**src/mips_isa_pkg.sv**
```systemverilog
package mips_isa_pkg;

    // Instruction field widths
    localparam int OP_W     = 6;
    localparam int FN_W     = 6;
    localparam int REG_W    = 5;
    localparam int IMM_W    = 16;
    localparam int TARGET_W = 26;

    // Opcodes
    localparam logic [OP_W-1:0] OP_RTYPE = 6'h00;
    localparam logic [OP_W-1:0] OP_J     = 6'h02;
    localparam logic [OP_W-1:0] OP_BEQ   = 6'h04;
    localparam logic [OP_W-1:0] OP_ADDI  = 6'h08;
    localparam logic [OP_W-1:0] OP_LW    = 6'h23;
    localparam logic [OP_W-1:0] OP_SW    = 6'h2b;

    // R-type funct codes
    localparam logic [FN_W-1:0] FN_SLL = 6'h00;
    localparam logic [FN_W-1:0] FN_ADD = 6'h20;
    localparam logic [FN_W-1:0] FN_SUB = 6'h22;
    localparam logic [FN_W-1:0] FN_AND = 6'h24;
    localparam logic [FN_W-1:0] FN_OR  = 6'h25;
    localparam logic [FN_W-1:0] FN_SLT = 6'h2a;

    // One fetched word, seen as R, I or J format
    typedef union packed {
        struct packed {
            logic [OP_W-1:0]  op;
            logic [REG_W-1:0] rs;
            logic [REG_W-1:0] rt;
            logic [REG_W-1:0] rd;
            logic [REG_W-1:0] shamt;
            logic [FN_W-1:0]  funct;
        } rtype;
        struct packed {
            logic [OP_W-1:0]  op;
            logic [REG_W-1:0] rs;
            logic [REG_W-1:0] rt;
            logic [IMM_W-1:0] imm;
        } itype;
        struct packed {
            logic [OP_W-1:0]     op;
            logic [TARGET_W-1:0] target;
        } jtype;
    } instr_t;

endpackage

```
**src/mips_core_pkg.sv**
```systemverilog
package mips_core_pkg;

    localparam int DATA_W     = 32;
    localparam int IMEM_DEPTH = 64;
    localparam int IMEM_AW    = 6;
    localparam int DMEM_DEPTH = 16;
    localparam int DMEM_AW    = 4;

    // Main decoder to ALU control
    localparam int ALUOP_W = 2;
    localparam logic [ALUOP_W-1:0] ALUOP_ADD   = 2'd0;
    localparam logic [ALUOP_W-1:0] ALUOP_SUB   = 2'd1;
    localparam logic [ALUOP_W-1:0] ALUOP_FUNCT = 2'd2;

    // ALU functions
    localparam int ALU_FN_W = 4;
    localparam logic [ALU_FN_W-1:0] ALU_ADD = 4'd0;
    localparam logic [ALU_FN_W-1:0] ALU_SUB = 4'd1;
    localparam logic [ALU_FN_W-1:0] ALU_AND = 4'd2;
    localparam logic [ALU_FN_W-1:0] ALU_OR  = 4'd3;
    localparam logic [ALU_FN_W-1:0] ALU_SLT = 4'd4;
    localparam logic [ALU_FN_W-1:0] ALU_SLL = 4'd5;

    // Operand source chosen by the forwarding logic
    localparam int FWD_W = 2;
    localparam logic [FWD_W-1:0] FWD_NONE = 2'd0;
    localparam logic [FWD_W-1:0] FWD_MEM  = 2'd1;
    localparam logic [FWD_W-1:0] FWD_WB   = 2'd2;

endpackage

```
**src/pipe_if.sv**
```systemverilog


// Results still in flight in MEM and WB
interface bypass_if
    import mips_isa_pkg::*;
    import mips_core_pkg::*;
();
    logic              mem_we;
    logic [REG_W-1:0]  mem_dest;
    logic [DATA_W-1:0] mem_result;
    logic              wb_we;
    logic [REG_W-1:0]  wb_dest;
    logic [DATA_W-1:0] wb_data;

    modport source (output mem_we, mem_dest, mem_result, wb_we, wb_dest, wb_data);
    modport sink (input mem_we, mem_dest, mem_result, wb_we, wb_dest, wb_data);
endinterface

```
**src/execute_unit.sv**
```systemverilog
module execute_unit
    import mips_isa_pkg::*;
    import mips_core_pkg::*;
(
    input  instr_t             i_instr,
    input  logic [DATA_W-1:0]  i_pc4,
    input  logic [DATA_W-1:0]  i_rs_data,
    input  logic [DATA_W-1:0]  i_rt_data,
    input  logic [DATA_W-1:0]  i_imm_ext,
    input  logic               i_alu_src,
    input  logic [ALUOP_W-1:0] i_alu_op,
    bypass_if.sink             byp,
    output logic [DATA_W-1:0]  o_result,
    output logic [DATA_W-1:0]  o_store_data,
    output logic               o_zero,
    output logic [DATA_W-1:0]  o_branch_target,
    output logic [DATA_W-1:0]  o_jump_target
);
    logic [ALU_FN_W-1:0] alu_fn;
    logic [FWD_W-1:0]    fwd_a;
    logic [FWD_W-1:0]    fwd_b;
    logic [DATA_W-1:0]   op_a;
    logic [DATA_W-1:0]   op_b;

    //////////////////////////////////////////////////
    // ALU control
    //////////////////////////////////////////////////
    always_comb begin
        alu_fn = ALU_ADD;
        if (i_alu_op == ALUOP_SUB) begin
            alu_fn = ALU_SUB;
        end else if (i_alu_op == ALUOP_FUNCT) begin
            case (i_instr.rtype.funct)
                FN_ADD:  alu_fn = ALU_ADD;
                FN_SUB:  alu_fn = ALU_SUB;
                FN_AND:  alu_fn = ALU_AND;
                FN_OR:   alu_fn = ALU_OR;
                FN_SLT:  alu_fn = ALU_SLT;
                FN_SLL:  alu_fn = ALU_SLL;
                default: alu_fn = ALU_ADD;
            endcase
        end
    end

    //////////////////////////////////////////////////
    // Forwarding
    //////////////////////////////////////////////////

    // The younger result in MEM wins over WB
    function automatic logic [FWD_W-1:0] fwd_sel(input logic [REG_W-1:0] src);
        if (byp.mem_we && (byp.mem_dest != '0) && (byp.mem_dest == src)) begin
            return FWD_MEM;
        end else if (byp.wb_we && (byp.wb_dest != '0) && (byp.wb_dest == src)) begin
            return FWD_WB;
        end
        return FWD_NONE;
    endfunction

    function automatic logic [DATA_W-1:0] fwd_mux(
        input logic [FWD_W-1:0]  sel,
        input logic [DATA_W-1:0] reg_data
    );
        case (sel)
            FWD_MEM: return byp.mem_result;
            FWD_WB:  return byp.wb_data;
            default: return reg_data;
        endcase
    endfunction

    always_comb begin
        fwd_a        = fwd_sel(i_instr.rtype.rs);
        fwd_b        = fwd_sel(i_instr.rtype.rt);
        op_a         = fwd_mux(fwd_a, i_rs_data);
        o_store_data = fwd_mux(fwd_b, i_rt_data);
        op_b         = i_alu_src ? i_imm_ext : o_store_data;
    end

    //////////////////////////////////////////////////
    // ALU and targets
    //////////////////////////////////////////////////
    always_comb begin
        case (alu_fn)
            ALU_SUB: o_result = op_a - op_b;
            ALU_AND: o_result = op_a & op_b;
            ALU_OR:  o_result = op_a | op_b;
            ALU_SLT: o_result = DATA_W'($signed(op_a) < $signed(op_b));
            // sll shifts rt by shamt
            ALU_SLL: o_result = op_b << i_instr.rtype.shamt;
            default: o_result = op_a + op_b;
        endcase
    end

    assign o_zero          = (o_result == '0);
    assign o_branch_target = i_pc4 + (i_imm_ext << 2);

    // Pseudo-direct target takes its upper bits from PC+4
    assign o_jump_target = {i_pc4[DATA_W-1:TARGET_W+2], i_instr.jtype.target, 2'b00};

endmodule

```
**src/flat_wrapper.sv**
```systemverilog
// flat-port wrapper written by rule: the top's interface ports become plain ports
module execute_unit_flat import mips_isa_pkg::*; import mips_core_pkg::*;
  (i_instr, i_pc4, i_rs_data, i_rt_data, i_imm_ext, i_alu_src, i_alu_op, o_result, o_store_data, o_zero, o_branch_target, o_jump_target, byp_mem_we, byp_mem_dest, byp_mem_result, byp_wb_we, byp_wb_dest, byp_wb_data);
  bypass_if byp_i ();
  input  instr_t i_instr;
  input  logic [DATA_W-1:0] i_pc4;
  input  logic [DATA_W-1:0] i_rs_data;
  input  logic [DATA_W-1:0] i_rt_data;
  input  logic [DATA_W-1:0] i_imm_ext;
  input  logic i_alu_src;
  input  logic [ALUOP_W-1:0] i_alu_op;
  output logic [DATA_W-1:0] o_result;
  output logic [DATA_W-1:0] o_store_data;
  output logic o_zero;
  output logic [DATA_W-1:0] o_branch_target;
  output logic [DATA_W-1:0] o_jump_target;
  input wire logic [$bits(byp_i.mem_we)-1:0] byp_mem_we;
  input wire logic [$bits(byp_i.mem_dest)-1:0] byp_mem_dest;
  input wire logic [$bits(byp_i.mem_result)-1:0] byp_mem_result;
  input wire logic [$bits(byp_i.wb_we)-1:0] byp_wb_we;
  input wire logic [$bits(byp_i.wb_dest)-1:0] byp_wb_dest;
  input wire logic [$bits(byp_i.wb_data)-1:0] byp_wb_data;
  assign byp_i.mem_we = byp_mem_we;
  assign byp_i.mem_dest = byp_mem_dest;
  assign byp_i.mem_result = byp_mem_result;
  assign byp_i.wb_we = byp_wb_we;
  assign byp_i.wb_dest = byp_wb_dest;
  assign byp_i.wb_data = byp_wb_data;
  execute_unit u_core (.i_instr(i_instr), .i_pc4(i_pc4), .i_rs_data(i_rs_data), .i_rt_data(i_rt_data), .i_imm_ext(i_imm_ext), .i_alu_src(i_alu_src), .i_alu_op(i_alu_op), .byp(byp_i), .o_result(o_result), .o_store_data(o_store_data), .o_zero(o_zero), .o_branch_target(o_branch_target), .o_jump_target(o_jump_target));
endmodule
```
**config.mk**
```make
export PLATFORM = sky130hd
export DESIGN_NAME = execute_unit_flat
export DESIGN_NICKNAME = d
export VERILOG_FILES = /design/src/mips_isa_pkg.sv /design/src/mips_core_pkg.sv /design/src/pipe_if.sv /design/src/execute_unit.sv /design/src/flat_wrapper.sv
export SDC_FILE = /design/constraint.sdc
export NUM_CORES = 1
export LEC_CHECK = 0
export BUFFER_PORTS_ARGS = -buffer_cell sky130_fd_sc_hd__buf_4
export CAP_MARGIN = 0
export CORE_MARGIN = 1.5
export CORE_UTILIZATION = 23
export DETAILED_ROUTE_END_ITERATION = 8
export SYNTH_ARGS = -nofsm -noshare
export SYNTH_HDL_FRONTEND = slang
export SYNTH_SLANG_ARGS = --single-unit
```
**constraint.sdc**
```tcl
create_clock -name vclk -period 31.7
set_input_delay 6.34 -clock vclk [all_inputs]
set_output_delay 6.34 -clock vclk [all_outputs]
set_load 0.05 [all_outputs]
```
=== Yosys cells after proc, flatten, opt, wreduce, memory -nomap -nowiden ===
Cells that the tools add are included.

* Register bits: 0
* Output and inout port bits: 129
* Input bits: 239

* Eq/ne operators: 19
* $add $sub $neg: 3
* Shift operators: 1
* Magnitude comparators: 1
* Mux-type cells: 17
* Bitwise operators: 2
* Reductions and logical operators: 10

{| class="wikitable"
|+ Operator list
! kind !! number
|-
| $pmux 32 s5 || 1
|-
| $pmux 32 s2 || 2
|-
| $add 32x32->32 || 2
|-
| $and 32x32->32 || 1
|-
| $logic_not 32->1 || 1
|-
| $lt 32x32->1 || 1
|-
| $mux 32 || 1
|-
| $or 32x32->32 || 1
|-
| $shl 32x5->32 || 1
|-
| $sub 32x32->32 || 1
|-
| $eq 6x6->1 const B || 4
|-
| $eq 5x5->1 || 4
|-
| $pmux 3 s5 || 1
|-
| $mux 2 || 6
|-
| $reduce_bool 5->1 || 2
|-
| $eq 4x2->1 const B || 2
|-
| $eq 4x3->1 const B || 2
|-
| $mux 4 || 2
|-
| $eq 2x1->1 const B || 3
|-
| $eq 2x2->1 const B || 3
|-
| $logic_and 1x1->1 || 6
|-
| $logic_not 6->1 || 1
|-
| $eq 4x1->1 const B || 1
|-
| $mux 1 || 4
|}

=== Longest topological paths before layout ===
* Depth in word-level cells: 12
* Depth in mapped cells: 24

=== Worst setup path before layout ===
No wires, ideal clock.

* Kind: input to output
* From: in byp_wb_dest[0]
* To: out o_zero
* Path slack: 11,525 ps
* Required time: 25,360 ps
* Arrival time: 13,835 ps
* Stages on the path: 23
* Cell sequence: or4_1 o211ai_1 clkbuf_1 o21ai_0 a31oi_1 mux2i_1 inv_1 ha_1 inv_1 fa_1 nor2_1 o311ai_0 a211oi_1 a211o_1 a2111oi_0 o41a_1 o2111ai_1 nand4_1 mux2i_1 nor2_1 or4_1 nand4bb_1 nor4_2

* Longest elaborated chain between the ends: 12
* Elaborated cells between the ends (all ways): 27

{| class="wikitable"
|+ RTL lines
! element !! line !! source
|-
| from (decl) || flat_wrapper.sv:21 || <nowiki>input wire logic [$bits(byp_i.wb_dest)-1:0] byp_wb_dest;</nowiki>
|-
| $reduce_bool 5->1 || execute_unit.sv:53 || <nowiki>end else if (byp.wb_we && (byp.wb_dest != '0) && (byp.wb_dest == src)) begin</nowiki>
|-
| $logic_and 1x1->1 || execute_unit.sv:53 ||
|-
| $logic_and 1x1->1 (*) || execute_unit.sv:53 ||
|-
| $mux 1 (*) || execute_unit.sv:53 ||
|-
| $mux 1 (*) || execute_unit.sv:51 || <nowiki>if (byp.mem_we && (byp.mem_dest != '0) && (byp.mem_dest == src)) begin</nowiki>
|-
| $mux 2 (*) || execute_unit.sv:56 || <nowiki>return FWD_NONE;</nowiki>
|-
| $eq 2x2->1 / $eq 2x1->1 (equally long branches) || execute_unit.sv:63 || <nowiki>case (sel)</nowiki>
|-
| $pmux 32 s2 (*) || execute_unit.sv:63 ||
|-
| net o_store_data[0] || flat_wrapper.sv:13 || <nowiki>output logic [DATA_W-1:0] o_store_data;</nowiki>
|-
| $mux 32 (*) || execute_unit.sv:75 || <nowiki>op_b = i_alu_src ? i_imm_ext : o_store_data;</nowiki>
|-
| $add 32x32->32, or another cell as far along || execute_unit.sv:89 || <nowiki>default: o_result = op_a + op_b;</nowiki>
|-
| $pmux 32 s5 (*) || execute_unit.sv:82 || <nowiki>case (alu_fn)</nowiki>
|-
| net o_result[30] || flat_wrapper.sv:12 || <nowiki>output logic [DATA_W-1:0] o_result;</nowiki>
|-
| $logic_not 32->1 (*) || execute_unit.sv:93 || <nowiki>assign o_zero = (o_result == '0);</nowiki>
|-
| to (decl) || flat_wrapper.sv:14 || <nowiki>output logic o_zero;</nowiki>
|}

The timed path passes the listed nets; every way through them passes the cells marked *.

=== Final worst setup path ===
* From: in byp_wb_dest[0]
* To: out o_zero

* Longest elaborated chain between the ends: 12
* Elaborated cells between the ends (all ways): 27

{| class="wikitable"
|+ RTL lines
! element !! line
|-
| $reduce_bool 5->1 || execute_unit.sv:53
|-
| $logic_and 1x1->1 (2 in a row) || execute_unit.sv:53
|-
| $mux 1 || execute_unit.sv:53
|-
| $mux 1 || execute_unit.sv:51
|-
| $mux 2 || execute_unit.sv:56
|-
| $eq 2x2->1 / $eq 2x1->1 (equally long branches) || execute_unit.sv:63
|-
| $pmux 32 s2 || execute_unit.sv:63
|-
| $mux 32 || execute_unit.sv:75
|-
| $add 32x32->32, or another cell as far along || execute_unit.sv:89
|-
| $pmux 32 s5 (*) || execute_unit.sv:82
|-
| $logic_not 32->1 (*) || execute_unit.sv:93
|}

Every way passes the cells marked *; elsewhere a longest branch is shown, timed or not.

==> run_results.csv <==
group,metric,value,unit
worst_setup_path,timing.critical_path.from_type,"primary input",
sta,final_period_minus_worst_setup_slack,20160,ps
synth,post-synth-top-area-cell,"sky130_fd_sc_hd__ha_1",
synth,synth_commonest_cells,"141 x sky130_fd_sc_hd__nor2_1, 129 x sky130_fd_sc_hd__o21ai_0, 128 x sky130_fd_sc_hd__ha_1, 128 x sky130_fd_sc_hd__nand2_1, 122 x sky130_fd_sc_hd__inv_1",
finish,multi_input_area,9894,um2
synth,syn_inst,1642,
floorplan,placeableCoreArea,46850,um2
floorplan,die-width,221.5,um
sta,worstMarginPinSlew,1148,ps
grt,grtUsageTotal,0.2341,
finish,fillerInstances,5209,
cts,post_cts.resized_instances,0,
route,antenna_violating_nets_post_route,0,
worst_setup_path,crit_family,"compound AO/OA/AOI/OAI gates",
worst_setup_path,crit_path_max_fanout,22,
route,detailed_routing_iterations_pass_1,6,
synth,ys_warn_count,0,
synth,yosysTopAreaCellShare,0.1458,
route,wirelength,60.83,mm
floorplan,floorplan.io_pins,368,
route,dr.first_iter.drc_count,1274,
worst_setup_path,worstPathRequired,25360,ps
finish,sequential_cell_area,0,um2
worst_setup_path,timing.critical_path.slowest_cell_delay,890,ps
sta,fin_crit_sh,0.6359,
route,drc,0,
cts,cts_hold_buf,0,
synth,synth.area.top_cells,"sky130_fd_sc_hd__ha_1 15%, sky130_fd_sc_hd__mux2i_1 10%, sky130_fd_sc_hd__o21ai_0 5.9%",
pwr,total_power,433.3,uW
finish,layout.nets,2261,
finish,numSequentialCells,0,
grt,antenna_found_initial,0,
finish,area_growth,27.17,%
pwr,worst_vdd_rail_ir_drop,0.01912,mV
worst_setup_path,slowest_stage,"sky130_fd_sc_hd__a2111oi_0",
floorplan,die_area,49080,um2
sta,final-max-slew-violation-count,0,
placed_design,pre_cts_slack,11660,ps
synth,synthesis.area_per_instance,6.690,um2
pwr,leakage_dissipation,0.006135,uW
grt,wire_length_of_the_first_global_routing_pass,88.94,mm
route,average_via_count_per_standard_cell,5.750,
worst_setup_path,worst_path_buf_inv,6,
synth,synth_cell_type_count,84,
pwr,power-per-cell-area,31.02,nW/um2
placed_design,io_buffer_count,346,
sta,setup_tns_after_final_layout,0,ps
floorplan,dieHeight,221.5,um
finish,clock_buffer_count,0,
placed_design,place_congestion,0.9711,
run,max-cap-violations,0,
floorplan,floorplan.rows,79,
finish,layout-drive-gt1-share,0.2303,
sta,fin_hold_ws,12680,ps
cts,postCtsSetupRepairBufs,0,
sta,fmax,0.04961,GHz
worst_setup_path,end_kind,"primary output",
grt,grt_pass1_vias,14150,
route,route.vias.total,14350,
synth,post-synth-top-count-cell,"sky130_fd_sc_hd__nor2_1",
route,drt-wirelength-per-cell,24.37,um
sta,setup-violations-final,0,
finish,antenna_cells,0,
synth,synth_area,10980,um2
sta,timing.final.ws_setup,11540,ps
grt,grt_remaining_overflow,0,
sta,report.final.hold_viol_count,0,
worst_setup_path,worst_path_arrival_time,13820,ps
worst_setup_path,crit_path_frequent_cell,"sky130_fd_sc_hd__buf_4",
grt,largest_net_degree_at_the_start_of_global_routing,59,
floorplan,starting_density_of_the_core,0.2344,
synth,fraction_of_the_yosys_area_taken_by_sequential_cells,0,
min_path,hold_path.class,"primary input to primary output",
sta,timing.slew.headroom,0.2346,
status,status,"completed",
placed_design,detailed_place_hpwl,50.06,mm
sta,grt_setup_unrepaired,"no",
worst_setup_path,setup.worst_path.class,"primary input to primary output",
layout make-up:
type | instances | area share
multi-input combinational | 1385 | 0.7083
timing repair buffer | 379 | 0.2037
tap | 607 | 0.05437
inverter | 125 | 0.03359
cell usage in the layout, fill, tap and decap left out, drive strengths merged, types with 24 or more instances in the layout:
cell / synthesis / final
buf: 52 / 379
nor2: 141 / 141
o21ai: 131 / 131
nand2: 128 / 128
ha: 128 / 128
inv: 124 / 124
mux2i: 114 / 114
a21oi: 100 / 100
nor3: 75 / 75
xnor2: 61 / 61
nand3: 60 / 60
a31oi: 44 / 44
a211oi: 28 / 28
a21o: 28 / 28
a221oi: 25 / 25
o211ai: 24 / 24
through the flow:
stage / std cells / util / instance area, um2
after floorplan: 1643 / - / 10990
after global placement: 2496 / 0.2981 / 13970
after detailed placement: 2496 / 0.2981 / 13970
after CTS: 2496 / 0.2981 / 13970
after global routing: 2496 / 0.2981 / 13970
final: 2496 / 0.2981 / 13970
metal layers:
layer  part of all wire  vias to the layer above  global-route usage
met5                  0                        -                   0
met4              0.037                        0             0.07866
met3              0.081                      109             0.04108
met2               0.46                      709              0.3989
met1               0.42                     6957              0.2968
li1                   -                     6577                   -
where the power goes:
group | leakage [uW] | internal [uW] | switching [uW] | total [uW]
Combinational | 0.00614 | 141 | 292 | 433
Sequential | 0 | 0 | 0 | 0
Clock | 0 | 0 | 0 | 0
path summary, 6_finish.rpt:
| check | from | to | slack (ps) | cells after the start |
|---|---|---|---|---|
| worst max-delay path | byp_wb_dest[0] | o_zero | 11540 | 26 |
| worst min-delay path | i_pc4[0] | o_branch_target[0] | 12680 | 0 |
cell families after synthesis:
family | count (synthesis) | share of synthesized area
buffers and inverters | 258 | 0.1018
adder cells (fa/ha/maj) | 131 | 0.1513
XOR/XNOR | 72 | 0.05741
other | 1 | 0.0003414
AND/OR/NAND/NOR | 502 | 0.2151
AO/OA/AOI/OAI | 539 | 0.3302
multiplexers | 139 | 0.1439
No activity file was read; power rests on OpenSTA's default activity.
